## src/source/color_map_cfg.svh

```systemverilog
// colour mapper widths, transparency key and handshake timing constants
`ifndef COLOR_MAP_CFG_SVH
`define COLOR_MAP_CFG_SVH

// screen column width
`define CM_X_W 10

// sprite read address, wide enough for the barrier tiles
`define CM_ADDR_W 11

// one colour channel
`define CM_CHAN_W 8

// sprite pixels of this colour let the background through
`define CM_KEY 24'h00FFCC

// blue level of the background at column 0
`define CM_BG_BASE 8'h7F

// req sampled to ack raised, in clock edges
`define CM_RESOLVE_LAT 3

`endif

```

## src/source/color_map_pkg.sv

```systemverilog
// colour mapper types, sprite image identifiers and the pixel colour word
`include "color_map_cfg.svh"

package color_map_pkg;

    // frames of one character form are kept in still, jump, walk1..3 order
    typedef enum logic [4:0] {
        char_still     = 5'd0,
        char_jump      = 5'd1,
        char_walk1     = 5'd2,
        char_walk2     = 5'd3,
        char_walk3     = 5'd4,
        big_still      = 5'd5,
        big_jump       = 5'd6,
        big_walk1      = 5'd7,
        big_walk2      = 5'd8,
        big_walk3      = 5'd9,
        char_dead      = 5'd10,
        enemy_walk1    = 5'd11,
        enemy_walk2    = 5'd12,
        enemy_squished = 5'd13,
        tile_ground    = 5'd14,
        tile_dirt      = 5'd15,
        tile_pipe      = 5'd16,
        tile_brick     = 5'd17,
        none           = 5'd31
    } sprite_id_t;

    // whole word for the key compare, channels for the output
    typedef union packed {
        logic [3*`CM_CHAN_W-1:0] word;
        struct packed {
            logic [`CM_CHAN_W-1:0] red;
            logic [`CM_CHAN_W-1:0] green;
            logic [`CM_CHAN_W-1:0] blue;
        } chan;
    } pixel_color_u;

endpackage

```

## src/source/sprite_lookup_if.sv

```systemverilog
// sprite lookup bus, one selected image and address through the colour pipeline
`timescale 1ns/1ps
`include "color_map_cfg.svh"

interface sprite_lookup_if;

    color_map_pkg::sprite_id_t   sprite;
    logic [`CM_ADDR_W-1:0]       addr;
    // transparency test applies to this image
    logic                        keyed;
    logic [`CM_X_W-1:0]          draw_x;
    color_map_pkg::pixel_color_u color;

    modport select (
        output sprite,
        output addr,
        output keyed,
        output draw_x
    );

    modport rom (
        input  sprite,
        input  addr,
        output color
    );

    modport resolve (
        input sprite,
        input addr,
        input keyed,
        input draw_x,
        input color
    );

endinterface

```

## src/source/pixel_ctrl.sv

```systemverilog
// pixel control, four-phase req/ack handshake and per-stage load sequencing
`timescale 1ns/1ps

module pixel_ctrl (
    input  logic clk,
    input  logic arst_n,
    input  logic pix_req,
    output logic pix_ack,
    output logic sel_load,
    output logic rom_load,
    output logic out_load
);

    typedef enum logic [1:0] {
        st_idle,
        st_select,
        st_read,
        st_resolve
    } state_t;

    state_t state;

    always_ff @(posedge clk or negedge arst_n)
    begin
        if (!arst_n)
        begin
            state <= st_idle;
        end
        else
        begin
            case (state)
                // a held ack means the last pixel is not yet released
                st_idle:    state <= (pix_req && !pix_ack) ? st_select : st_idle;
                st_select:  state <= st_read;
                st_read:    state <= st_resolve;
                default:    state <= st_idle;
            endcase
        end
    end

    // ack rises with the output registers, drops once req is seen low
    always_ff @(posedge clk or negedge arst_n)
    begin
        if (!arst_n)
        begin
            pix_ack <= 1'b0;
        end
        else
        begin
            pix_ack <= (state == st_resolve) || (pix_ack && pix_req);
        end
    end

    assign sel_load = (state == st_select);
    assign rom_load = (state == st_read);
    assign out_load = (state == st_resolve);

endmodule

```

## src/source/layer_select.sv

```systemverilog
// layer select picks the visible layer and sprite frame and registers the lookup
`timescale 1ns/1ps
`include "color_map_cfg.svh"

module layer_select (
    input  logic                  clk,
    input  logic                  arst_n,
    input  logic                  sel_load,
    input  logic [`CM_X_W-1:0]    draw_x,
    input  logic                  is_char,
    input  logic [1:0]            char_health,
    input  logic                  char_on_ground,
    input  logic                  char_walking,
    input  logic [1:0]            char_walk_count,
    input  logic [9:0]            char_address,
    input  logic                  is_enemy,
    input  logic                  enemy_health,
    input  logic                  enemy_walk_count,
    input  logic [8:0]            enemy_address,
    input  logic                  is_barrier,
    input  logic                  is_brick,
    input  logic                  is_dirt,
    input  logic                  is_pipe,
    input  logic [`CM_ADDR_W-1:0] barrier_address,
    sprite_lookup_if.select       lookup
);

    color_map_pkg::sprite_id_t next_sprite;
    logic [`CM_ADDR_W-1:0]     next_addr;
    logic                      next_keyed;
    // offset from still within one character form
    logic [4:0]                char_frame;

    always_comb
    begin
        if (!char_on_ground)
            char_frame = 5'd1;
        else if (!char_walking)
            char_frame = 5'd0;
        else if (char_walk_count == 2'd1)
            char_frame = 5'd2;
        else if (char_walk_count == 2'd2)
            char_frame = 5'd3;
        else
            char_frame = 5'd4;
    end

    // character over enemy over barrier
    always_comb
    begin
        next_sprite = color_map_pkg::none;
        next_addr   = '0;
        if (is_char)
        begin
            next_addr = `CM_ADDR_W'(char_address);
            if (char_health == 2'd0)
                next_sprite = color_map_pkg::char_dead;
            else if (char_health == 2'd2)
                next_sprite = color_map_pkg::sprite_id_t'(color_map_pkg::big_still + char_frame);
            else
                next_sprite = color_map_pkg::sprite_id_t'(color_map_pkg::char_still + char_frame);
        end
        else if (is_enemy)
        begin
            next_addr = `CM_ADDR_W'(enemy_address);
            if (!enemy_health)
                next_sprite = color_map_pkg::enemy_squished;
            else if (!enemy_walk_count)
                next_sprite = color_map_pkg::enemy_walk1;
            else
                next_sprite = color_map_pkg::enemy_walk2;
        end
        else if (is_barrier)
        begin
            next_addr = barrier_address;
            case ({is_brick, is_dirt, is_pipe})
                3'b000:  next_sprite = color_map_pkg::tile_ground;
                3'b010:  next_sprite = color_map_pkg::tile_dirt;
                3'b001:  next_sprite = color_map_pkg::tile_pipe;
                default: next_sprite = color_map_pkg::tile_brick;
            endcase
        end
    end

    // solid tiles ignore the key colour
    assign next_keyed = !((next_sprite == color_map_pkg::tile_ground) ||
                          (next_sprite == color_map_pkg::tile_dirt) ||
                          (next_sprite == color_map_pkg::tile_brick));

    always_ff @(posedge clk or negedge arst_n)
    begin
        if (!arst_n)
        begin
            lookup.sprite <= color_map_pkg::none;
            lookup.keyed  <= 1'b0;
        end
        else if (sel_load)
        begin
            lookup.sprite <= next_sprite;
            lookup.keyed  <= next_keyed;
        end
    end

    always_ff @(posedge clk)
    begin
        if (sel_load)
        begin
            lookup.addr   <= next_addr;
            lookup.draw_x <= draw_x;
        end
    end

endmodule

```

## src/source/sprite_rom.sv

```systemverilog
// sprite image store generating each colour word from image number and address
`timescale 1ns/1ps
`include "color_map_cfg.svh"

module sprite_rom (
    input  logic          clk,
    input  logic          arst_n,
    input  logic          rom_load,
    sprite_lookup_if.rom  lookup
);

    logic [4:0]                  s;
    logic [1:0]                  key_sum;
    color_map_pkg::pixel_color_u rom_word;

    assign s       = lookup.sprite;
    assign key_sum = lookup.addr[1:0] + s[1:0];

    always_comb
    begin
        if (key_sum == 2'd0)
        begin
            rom_word.word = `CM_KEY;
        end
        else
        begin
            // red is s * 16 plus the address nibble
            rom_word.chan.red   = {s[3:0], lookup.addr[3:0]};
            rom_word.chan.green = lookup.addr[7:0];
            rom_word.chan.blue  = 8'h40 + `CM_CHAN_W'(s);
        end
    end

    always_ff @(posedge clk or negedge arst_n)
    begin
        if (!arst_n)
            lookup.color <= '0;
        else if (rom_load)
            lookup.color <= rom_word;
    end

endmodule

```

## src/source/color_resolve.sv

```systemverilog
// colour resolve, transparency test against the key and the striped background
`timescale 1ns/1ps
`include "color_map_cfg.svh"

module color_resolve (
    input  logic                  clk,
    input  logic                  arst_n,
    input  logic                  out_load,
    sprite_lookup_if.resolve      lookup,
    output logic [`CM_CHAN_W-1:0] red,
    output logic [`CM_CHAN_W-1:0] green,
    output logic [`CM_CHAN_W-1:0] blue
);

    logic                  show_bg;
    logic [`CM_CHAN_W-1:0] bg_blue;

    assign show_bg = (lookup.sprite == color_map_pkg::none) ||
                     (lookup.keyed && (lookup.color.word == `CM_KEY));

    // blue fades every eight columns
    assign bg_blue = `CM_BG_BASE - `CM_CHAN_W'(lookup.draw_x >> 3);

    always_ff @(posedge clk or negedge arst_n)
    begin
        if (!arst_n)
        begin
            red   <= '0;
            green <= '0;
            blue  <= '0;
        end
        else if (out_load)
        begin
            if (show_bg)
            begin
                red   <= '0;
                green <= '0;
                blue  <= bg_blue;
            end
            else
            begin
                red   <= lookup.color.chan.red;
                green <= lookup.color.chan.green;
                blue  <= lookup.color.chan.blue;
            end
        end
    end

endmodule

```

## src/source/color_mapper.sv

```systemverilog
// pixel colour mapper, three-stage lookup of one pixel per req/ack handshake
`timescale 1ns/1ps
`include "color_map_cfg.svh"

module color_mapper (
    input  logic                  clk,
    input  logic                  arst_n,
    input  logic                  pix_req,
    input  logic [`CM_X_W-1:0]    draw_x,
    input  logic                  is_char,
    input  logic [1:0]            char_health,
    input  logic                  char_on_ground,
    input  logic                  char_walking,
    input  logic [1:0]            char_walk_count,
    input  logic [9:0]            char_address,
    input  logic                  is_enemy,
    input  logic                  enemy_health,
    input  logic                  enemy_walk_count,
    input  logic [8:0]            enemy_address,
    input  logic                  is_barrier,
    input  logic                  is_brick,
    input  logic                  is_dirt,
    input  logic                  is_pipe,
    input  logic [`CM_ADDR_W-1:0] barrier_address,
    output logic                  pix_ack,
    output logic [`CM_CHAN_W-1:0] red,
    output logic [`CM_CHAN_W-1:0] green,
    output logic [`CM_CHAN_W-1:0] blue
);

    logic sel_load;
    logic rom_load;
    logic out_load;

    sprite_lookup_if lookup_bus ();

    pixel_ctrl u_ctrl (
        .clk      (clk),
        .arst_n   (arst_n),
        .pix_req  (pix_req),
        .pix_ack  (pix_ack),
        .sel_load (sel_load),
        .rom_load (rom_load),
        .out_load (out_load)
    );

    layer_select u_select (
        .clk              (clk),
        .arst_n           (arst_n),
        .sel_load         (sel_load),
        .draw_x           (draw_x),
        .is_char          (is_char),
        .char_health      (char_health),
        .char_on_ground   (char_on_ground),
        .char_walking     (char_walking),
        .char_walk_count  (char_walk_count),
        .char_address     (char_address),
        .is_enemy         (is_enemy),
        .enemy_health     (enemy_health),
        .enemy_walk_count (enemy_walk_count),
        .enemy_address    (enemy_address),
        .is_barrier       (is_barrier),
        .is_brick         (is_brick),
        .is_dirt          (is_dirt),
        .is_pipe          (is_pipe),
        .barrier_address  (barrier_address),
        .lookup           (lookup_bus.select)
    );

    sprite_rom u_rom (
        .clk      (clk),
        .arst_n   (arst_n),
        .rom_load (rom_load),
        .lookup   (lookup_bus.rom)
    );

    color_resolve u_resolve (
        .clk      (clk),
        .arst_n   (arst_n),
        .out_load (out_load),
        .lookup   (lookup_bus.resolve),
        .red      (red),
        .green    (green),
        .blue     (blue)
    );

endmodule

```

## config.mk

```make
export PLATFORM = sky130hd
export DESIGN_NAME = color_mapper
export DESIGN_NICKNAME = d
export VERILOG_FILES = /design/src/source/color_map_pkg.sv /design/src/source/sprite_lookup_if.sv /design/src/source/pixel_ctrl.sv /design/src/source/layer_select.sv /design/src/source/sprite_rom.sv /design/src/source/color_resolve.sv /design/src/source/color_mapper.sv
export VERILOG_INCLUDE_DIRS = /design/src /design/src/source
export SDC_FILE = /design/constraint.sdc
export NUM_CORES = 1
export LEC_CHECK = 0
export ABC_AREA = 1
export BUFFER_PORTS_ARGS = -buffer_cell sky130_fd_sc_hd__clkbuf_2
export CAP_MARGIN = 20
export CORE_MARGIN = 2
export CORE_UTILIZATION = 50
export CTS_CLUSTER_DIAMETER = 60
export CTS_CLUSTER_SIZE = 10
export DETAILED_ROUTE_END_ITERATION = 16
export PLACE_DENSITY_LB_ADDON = 0.05
export SYNTH_ARGS = -nofsm -noshare
export SYNTH_HDL_FRONTEND = slang
export SYNTH_SLANG_ARGS = --single-unit
```

## constraint.sdc

```tcl
create_clock -name clk -period 2 [get_ports clk]
set_input_delay 0.3 -clock clk [delete_from_list [all_inputs] [get_ports clk]]
set_output_delay 0.3 -clock clk [all_outputs]
set_load 0.01 [all_outputs]
```

==> results of run 1 <==
registers in the layout (all words and copies together), names as in the netlist:
register                flops
u_ctrl.pix_ack              1
u_ctrl.state                2
u_resolve.blue              8
u_resolve.green             8
u_resolve.red               8
u_rom.lookup.color         21
u_select.lookup.addr        8
u_select.lookup.draw_x      7
u_select.lookup.keyed       1
u_select.lookup.sprite      5
power groups by stage:
stage	registers [W]	clock network [W]	logic, W
floorplan	0.00250	0	0.00135
global placement	0.00247	0	0.00197
detailed placement	0.00249	0	0.00203
CTS	0.00246	0.000976	0.00204
global route	0.00254	0.00104	0.00231
finish	0.00247	0.000955	0.00200
cell families after synthesis:
group	Yosys count
xor+xnor	2
flops	69
simple gates	200
fa+ha+maj	7
compound gates	52
buf+inv	46
critical path: stages (launching register included):
cell and delay, ns:
dfstp_2 0.56, ha_1 0.17, xnor2_1 0.14, xor2_1 0.23
nand3_1 0.21, buf_4 0.24, o21ai_0 0.07
layout make-up:
class	count	area, um^2	area share, %
clock buffer	14	153	3.92
clock inverter	2	10.0	0.257
inverter	32	120	3.08
multi-input combinational	261	1300	33.3
sequential	69	1810	46.4
tap	77	96.3	2.47
timing repair buffer	79	413	10.6
per-stage QoR:
step	utilization, %	total power (W)	area, um^2
3_5_place_dp	58.5	0.00451	3730
3_3_place_gp	58.5	0.00444	3730
6_report	61.0	0.00542	3900
5_1_grt	61.0	0.00590	3900
4_1_cts	61.0	0.00548	3900
2_1_floorplan	-	0.00385	3310
routing by layer:
layer / up-vias / wire length (um)
li1: 1371 / -
met1: 1145 / 3080
met2: 76 / 2700
met3: 11 / 339
met4: 0 / 142
met5: - / 0
final timing paths:
kind,from,end
setup / recovery,u_select.lookup.sprite[0]$_DFFE_PN1N_,u_rom.lookup.color[12]$_DFFE_PN0N_
hold reg to reg,u_resolve.blue[0]$_DFFE_PN0P_,u_resolve.blue[0]$_DFFE_PN0P_
setup reg to reg,u_select.lookup.sprite[0]$_DFFE_PN1N_,u_rom.lookup.color[12]$_DFFE_PN0N_
max in group asynchronous,arst_n,u_rom.lookup.color[20]$_DFFE_PN0N_
hold / removal,arst_n,u_resolve.green[1]$_DFFE_PN0P_
min in group clk,draw_x[3],u_select.lookup.draw_x[3]$_DFFE_PN_
layout by cell type (no fill, tap or decap), types with 7 or more instances in the layout:
cell type	synthesis	layout
o21ai_0	32	32
clkbuf_8	0	10
inv_1	26	26
clkbuf_2	0	72
buf_4	1	7
ha_1	7	7
a22oi_1	8	8
nor2_1	23	23
nand3_1	30	30
dfrtp_1	49	49
nand2_1	130	130
edfxtp_1	15	15
==> results.json, run 1 <==
{
  "start_util_pct": 51.8,
  "synth_edf_count": 15,
  "skew_ns": 0.00756,
  "endpoint_kind": "register",
  "place.gp.congestion": 0.801,
  "numCtsBuffers": 9,
  "drv_slew": 0,
  "pwr-share-comb_pct": 36.9,
  "cts.clk_slew.worst_paths_ns": 0.07,
  "clock_latency_ns": 0.34,
  "dpl.hpwl_um": 4590,
  "netlist.area_leader.share_pct": 37.1,
  "die_width_um": 85.3,
  "min_path_type": "in -> async",
  "yosysMostFrequentCell": "nand2_1",
  "rows": 29,
  "p_int_w": 0.00334,
  "yosys.area.top_type": "dfrtp_1",
  "gr-total-overflow": 0,
  "synth_top_family_by_area": "simple AND/OR/NAND/NOR gates",
  "whs_ns": 0.0764,
  "nets": 516,
  "first_pass_iters": 4,
  "core_area_um2": 6390,
  "critPathMaxFanout": 9,
  "viasPerCell": 4.87,
  "netlist_area_um2": 3310,
  "p_clk_share_pct": 17.6,
  "power.switching_w": 0.00208,
  "synth_compound_area_share_pct": 9.42,
  "h-tree-depth": 3,
  "cellPowerDensity_nw_per_um2": 1390,
  "cts_tree": "yes",
  "syn_avg_cell_area_um2": 8.79,
  "root_buffer": "clkbuf_8",
  "design.portCount": 82,
  "reg2reg_depth": 6,
  "outcome": "finished clean",
  "cts_resized": 0,
  "antenna_found_initial": 0,
  "grt_pass1_wl_um": 11000,
  "drv_cap": 0,
  "synth_ff_type": "dfrtp_1",
  "fin_cells": 534,
  "design.die.area_um2": 7280,
  "area_growth_syn_to_layout_pct": 17.9,
  "met3_usage_pct": 3.70,
  "vias": 2603,
  "syn_inst": 376,
  "min_period_ns": 1.68,
  "drt_first_iter_violations": 96,
  "setup_viol": 0,
  "wire_per_inst_um": 11.7,
  "dpl.cell_count": 518,
  "track_usage_pct": 19.1,
  "max_clock_freq_mhz": 595,
  "finalHoldViolations": 0,
  "nFillCells": 596,
  "grt_pass1_vias": 2490,
  "post-place-ws_ns": 0.0928,
  "yosys.area_share.simple_pct": 26.6,
  "crit_type": "reg -> reg",
  "yosysUniqueCellTypes": 35,
  "swShare_pct": 38.4,
  "ys_top_cells_by_count": "nand2_1 (130), dfrtp_1 (49), o21ai_0 (32)",
  "met2_usage_pct": 29.8,
  "grt_use_met1_pct": 25.3,
  "rsz0062_at_grt": "false",
  "cts_setup_buffers": 0,
  "irDropWorstVdd_mv": 0.714,
  "power_frac_seq_pct": 45.5,
  "clockBufferDepth": 2,
  "syn-num-nets": 440,
  "io_buffer_count": 72,
  "grt_busiest_layer": "met2",
  "ys_ff_latch": 69,
  "grt_start_max_net_pins": 55,
  "synthMuxAreaShare_pct": 0,
  "slew_headroom_pct": 50.9,
  "fin_crit_sh_pct": 84.0,
  "diodes": 0,
  "setup.worst_path.start_class": "register",
  "required_ns": 2.26,
  "die_y_um": 85.3,
  "ys_seq_area_share_pct": 54.7,
  "fin_tns_setup_ns": 0,
  "synth-async-reset-ratio_pct": 78.3,
  "synth_xor_area_share_pct": 0.530,
  "routed_wl_um": 6270,
  "drive_gt1_share_pct": 26.7,
  "postCtsHoldBufs": 0,
  "antenna_left": 0,
  "leakagePower_nw": 2.02,
  "clock_sinks": 69,
  "worstPathArrival_ns": 1.94,
  "ys_warn_count": 0,
  "synthTopCellsByArea": "dfrtp_1 (37%), nand2_1 (15%), edfxtp_1 (14%)",
  "r2r_setup_slack_ns": 0.32,
  "drc": 0,
  "synth-adder-area-share_pct": 2.65,
  "fin_ws_ns": 0.320,
  "tightest_slew_ns": 0.732
}
Note: power is estimated with default switching activity, not from simulation.
==> inputs of run 2 (changes only) <==
==> constraint.sdc (replaced) <==
create_clock -name clk -period 1.7 [get_ports clk]
set_input_delay 0.255 -clock clk [delete_from_list [all_inputs] [get_ports clk]]
set_output_delay 0.255 -clock clk [all_outputs]
set_load 0.01 [all_outputs]
==> results.json, run 2 (synthesis results as in run 1) <==
{
  "nFillCells": 576,
  "outcome": "finished clean",
  "tightest_slew_ns": 0.365,
  "nets": 526,
  "drc": 0,
  "drv_slew": 0,
  "design.die.area_um2": 7280,
  "rows": 29,
  "design.portCount": 82,
  "swShare_pct": 37.3,
  "track_usage_pct": 19.9,
  "place.gp.congestion": 0.801,
  "min_path_type": "in -> reg",
  "final_cell_mix": "nand2_1 (130), clkbuf_2 (72), dfrtp_1 (49)",
  "cts.clk_slew.worst_paths_ns": 0.08,
  "finish.instance_area_um2": 4090,
  "setup_viol": 0,
  "fin_crit_sh_pct": 97.9,
  "min_period_ns": 1.66,
  "multi_input_area_um2": 1330,
  "fin_cells": 544,
  "hold_depth": 1,
  "gr-total-overflow": 0,
  "first_pass_iters": 4,
  "required_ns": 1.96,
  "diodes": 0,
  "grt_pass1_wl_um": 11500,
  "pwr-share-comb_pct": 37.0,
  "grt_start_max_net_pins": 55,
  "finalHoldViolations": 0,
  "clock_latency_ns": 0.34,
  "p_int_w": 0.00440,
  "numCtsBuffers": 9,
  "max_clock_freq_mhz": 601,
  "dpl.hpwl_um": 4750,
  "cts_tree": "yes",
  "routed_wl_um": 6760,
  "h-tree-depth": 3,
  "cp.depth": 6,
  "seq_area_um2": 1810,
  "skew_ns": 0.00991,
  "die_y_um": 85.3,
  "slowest_stage": "dfstp_2",
  "clock_sinks": 69,
  "clockBufferDepth": 2,
  "largest_reg_flops": 21,
  "critical_path_buf_inv_count": 1,
  "wire_per_inst_um": 12.4,
  "final_common_cell": "nand2_1",
  "setup.worst_path.start_class": "register",
  "endpoint_kind": "register",
  "worstPathArrival_ns": 1.92,
  "antenna_found_initial": 0,
  "reg2reg_depth": 6,
  "whs_ns": 0.0834,
  "dpl.cell_count": 523,
  "power_frac_seq_pct": 41.7,
  "io_buffer_count": 72,
  "drive_gt1_share_pct": 29.3,
  "die_width_um": 85.3,
  "start_util_pct": 51.8,
  "power.switching_w": 0.00261,
  "vias": 2681,
  "core_area_um2": 6390,
  "leakagePower_nw": 2.10,
  "area_growth_syn_to_layout_pct": 23.7,
  "placed_cell_area_um2": 3800,
  "slew_headroom_pct": 75.6,
  "path_cells": "ha_4, xnor2_2, xor2_1, nand3_2, buf_4, o211ai_2",
  "root_buffer": "clkbuf_8",
  "critPathMaxFanout": 4,
  "cellPowerDensity_nw_per_um2": 1720,
  "slowest_delay_ns": 0.59,
  "total_power_w": 0.00702,
  "irDropWorstVdd_mv": 0.975,
  "grt_pass1_vias": 2554,
  "p_clk_share_pct": 21.3,
  "top_register": "u_rom.lookup.color",
  "critPathTopFamily": "flip-flops",
  "crit_type": "reg -> reg",
  "drt_first_iter_violations": 129,
  "drv_cap": 0,
  "antenna_left": 0,
  "viasPerCell": 4.93
}
-- run 2: per-stage QoR --
stage / utilization, % / setup TNS (ns) / worst slack [ns]
after detailed placement: 59.5 / -0.256 / -0.162
after CTS: 63.1 / 0 / 0.102
after floorplan: - / 0 / 0.00589
after global placement: 59.5 / -0.135 / -0.0915
final: 64.0 / 0 / 0.0358
after global routing: 64.0 / -0.827 / -0.0750
-- run 2: worst register-to-register path, stage by stage (launching register included) --
cell and delay (ns):
dfstp_2 0.59, ha_4 0.15, xnor2_2 0.11, xor2_1 0.33
nand3_2 0.18, buf_4 0.18, o211ai_2 0.05
-- run 2: path summary, 6_finish.rpt --
kind	start	endpoint	slack (ns)
worst max-delay path	u_select.lookup.sprite[0]$_DFFE_PN1N_	u_rom.lookup.color[3]$_DFFE_PN0N_	0.04
worst min-delay path	draw_x[3]	u_select.lookup.draw_x[3]$_DFFE_PN_	0.08
worst max register to register	u_select.lookup.sprite[0]$_DFFE_PN1N_	u_rom.lookup.color[3]$_DFFE_PN0N_	0.04
worst min register to register	u_resolve.blue[0]$_DFFE_PN0P_	u_resolve.blue[0]$_DFFE_PN0P_	0.48
max in group asynchronous	arst_n	u_select.lookup.sprite[3]$_DFFE_PN1N_	0.96
min in group asynchronous	arst_n	u_resolve.blue[7]$_DFFE_PN0P_	0.43
-- run 2: layout make-up --
cell class	count	share of cell area, %
Clock buffer	11	3.70
Sequential cell	69	44.2
Clock inverter	5	1.78
Timing Repair Buffer	88	12.5
Inverter	32	2.97
Tap cell	77	2.36
Multi-Input combinational cell	262	32.5
-- run 2: power groups by stage --
stage	clock network [W]	logic [W]	registers [W]
after floorplan	0	0.00158	0.00294
after global placement	0	0.00240	0.00291
after detailed placement	0	0.00248	0.00294
after CTS	0.00151	0.00250	0.00292
after global routing	0.00159	0.00297	0.00300
final	0.00149	0.00260	0.00293
-- run 2: what timing repair did --
item,in CTS,in global routing
gates resized for setup,1,6
gates cloned,0,2
endpoints found under the setup margin,3,4
endpoints found under the hold margin,49,0
pin swaps,0,3
setup buffers,0,2
hold buffers,1,0
-- run 2: metal layers --
layer	vias to the layer above	track usage (%)	wire length [um]
li1	1394	-	-
met1	1196	26.7	3190
met2	82	31.7	3100
met3	9	4.86	379
met4	0	6.93	87
met5	-	0	0
==> inputs of run 3 (changes only) <==
--- a/config.mk
+++ b/config.mk
@@ -10,7 +10,7 @@
 export BUFFER_PORTS_ARGS = -buffer_cell sky130_fd_sc_hd__clkbuf_2
 export CAP_MARGIN = 20
 export CORE_MARGIN = 2
-export CORE_UTILIZATION = 50
+export CORE_UTILIZATION = 45
 export CTS_CLUSTER_DIAMETER = 60
 export CTS_CLUSTER_SIZE = 10
 export DETAILED_ROUTE_END_ITERATION = 16
==> results.json, run 3 (synthesis results as in run 1) <==
{
  "outcome": "finished clean",
  "finalHoldViolations": 0,
  "h-tree-depth": 3,
  "reg2reg_depth": 6,
  "irDropWorstVdd_mv": 0.530,
  "fin_cells": 565,
  "final_common_cell": "nand2_1",
  "rows": 31,
  "final_cell_mix": "nand2_1 (130), clkbuf_2 (72), dfrtp_1 (49)",
  "drv_slew": 0,
  "drt_first_iter_violations": 130,
  "start_util_pct": 46.1,
  "fin_crit_sh_pct": 91.2,
  "largest_reg_flops": 21,
  "clock_sinks": 69,
  "seq_area_um2": 1810,
  "leakagePower_nw": 2.07,
  "design.die.area_um2": 8050,
  "wire_per_inst_um": 12.0,
  "drc": 0,
  "critPathTopFamily": "flip-flops",
  "slowest_stage": "dfstp_2",
  "clockBufferDepth": 2,
  "cellPowerDensity_nw_per_um2": 1640,
  "core_area_um2": 7180,
  "clock_latency_ns": 0.34,
  "cp.depth": 6,
  "area_growth_syn_to_layout_pct": 21.9,
  "min_period_ns": 1.55,
  "grt_pass1_vias": 2580,
  "tightest_slew_ns": 0.581,
  "path_cells": "ha_1, xnor2_1, xor2_1, nand2_2, nand3_1, o21ai_0",
  "min_path_type": "in -> reg",
  "diodes": 0,
  "dpl.hpwl_um": 4990,
  "design.portCount": 82,
  "multi_input_area_um2": 1300,
  "setup_viol": 0,
  "root_buffer": "clkbuf_8",
  "track_usage_pct": 18.5,
  "endpoint_kind": "register",
  "grt_start_max_net_pins": 29,
  "slowest_delay_ns": 0.56,
  "nets": 525,
  "drv_cap": 0,
  "skew_ns": 0.00991,
  "cts_tree": "yes",
  "max_clock_freq_mhz": 645,
  "slew_headroom_pct": 61.2,
  "cts.clk_slew.worst_paths_ns": 0.07,
  "setup.worst_path.start_class": "register",
  "top_register": "u_rom.lookup.color",
  "whs_ns": 0.0829,
  "antenna_left": 0,
  "antenna_found_initial": 0,
  "hold_depth": 1,
  "required_ns": 1.92,
  "numCtsBuffers": 9,
  "viasPerCell": 4.68,
  "dpl.cell_count": 548,
  "cts_setup_buffers": 0,
  "worstPathArrival_ns": 1.77,
  "nFillCells": 681,
  "first_pass_iters": 4,
  "gr-total-overflow": 0,
  "grt_pass1_wl_um": 12100,
  "io_buffer_count": 72,
  "critical_path_buf_inv_count": 0,
  "crit_type": "reg -> reg",
  "die_y_um": 89.7,
  "die_width_um": 89.7,
  "drive_gt1_share_pct": 28.1,
  "critPathMaxFanout": 9,
  "routed_wl_um": 6750,
  "place.gp.congestion": 0.775,
  "vias": 2645,
  "rsz0062_at_grt": "false"
}
==> run 3: metal layers <==
layer | global-route usage, % | up-vias | share of wire, %
met5 | 0 | - | 0
met4 | 8.85 | 0 | 2.1
met3 | 3.35 | 11 | 4.9
met2 | 27.8 | 76 | 42
met1 | 26.1 | 1163 | 51
li1 | - | 1395 | -
==> run 3: final timing paths <==
check	from	to	slack [ns]
max	u_select.lookup.sprite[0]$_DFFE_PN1N_	u_rom.lookup.color[4]$_DFFE_PN0N_	0.15
min reg2reg	u_resolve.blue[0]$_DFFE_PN0P_	u_resolve.blue[0]$_DFFE_PN0P_	0.48
min in group asynchronous	arst_n	u_rom.lookup.color[7]$_DFFE_PN0N_	0.44
min	draw_x[9]	u_select.lookup.draw_x[9]$_DFFE_PN_	0.08
max reg2reg	u_select.lookup.sprite[0]$_DFFE_PN1N_	u_rom.lookup.color[4]$_DFFE_PN0N_	0.15
max in group asynchronous	arst_n	u_rom.lookup.color[13]$_DFFE_PN0N_	0.69
==> run 3: cell type report <==
cell class	instances	area share, %
Inverter	32	2.98
Multi-Input combinational cell	261	32.2
Sequential cell	69	44.9
Timing Repair Buffer	88	12.4
Clock inverter	1	0.124
Clock buffer	15	4.38
Tap cell	99	3.07
==> run 3: report_power, final <==
| part | switching [W] | internal, W | total, W |
|---|---|---|---|
| logic | 0.00150 | 0.000992 | 0.00249 |
| clock network | 0.000564 | 0.000649 | 0.00121 |
| registers | 0.000450 | 0.00245 | 0.00290 |
==> run 3: worst reg2reg max path, delay by kind of cell, from the launching register on <==
kind	cells	cell delay [ns]
compound gates	1	0.08
xor+xnor	2	0.35
fa+ha+maj	1	0.17
flops	1	0.56
simple gates	2	0.27
==> run 3: metrics by stage <==
| stage | TNS (ns) | power (W) | area [um^2] | worst slack (ns) | utilization [%] |
|---|---|---|---|---|---|
| 5_1_grt | 0 | 0.00720 | 4030 | 0.0132 | 56.2 |
| 2_1_floorplan | 0 | 0.00453 | 3310 | 0.00589 | - |
| 6_report | 0 | 0.00661 | 4030 | 0.149 | 56.2 |
| 3_5_place_dp | -0.279 | 0.00544 | 3830 | -0.166 | 53.4 |
| 3_3_place_gp | -0.150 | 0.00536 | 3830 | -0.0991 | 53.4 |
| 4_1_cts | 0 | 0.00668 | 4030 | 0.141 | 56.1 |
==> run 3: timing repair <==
action                                  CTS  global route
hold endpoints to repair                 14             0
endpoints found under the setup margin    0             1
gates resized for setup                   0             1
hold buffers                              1             0
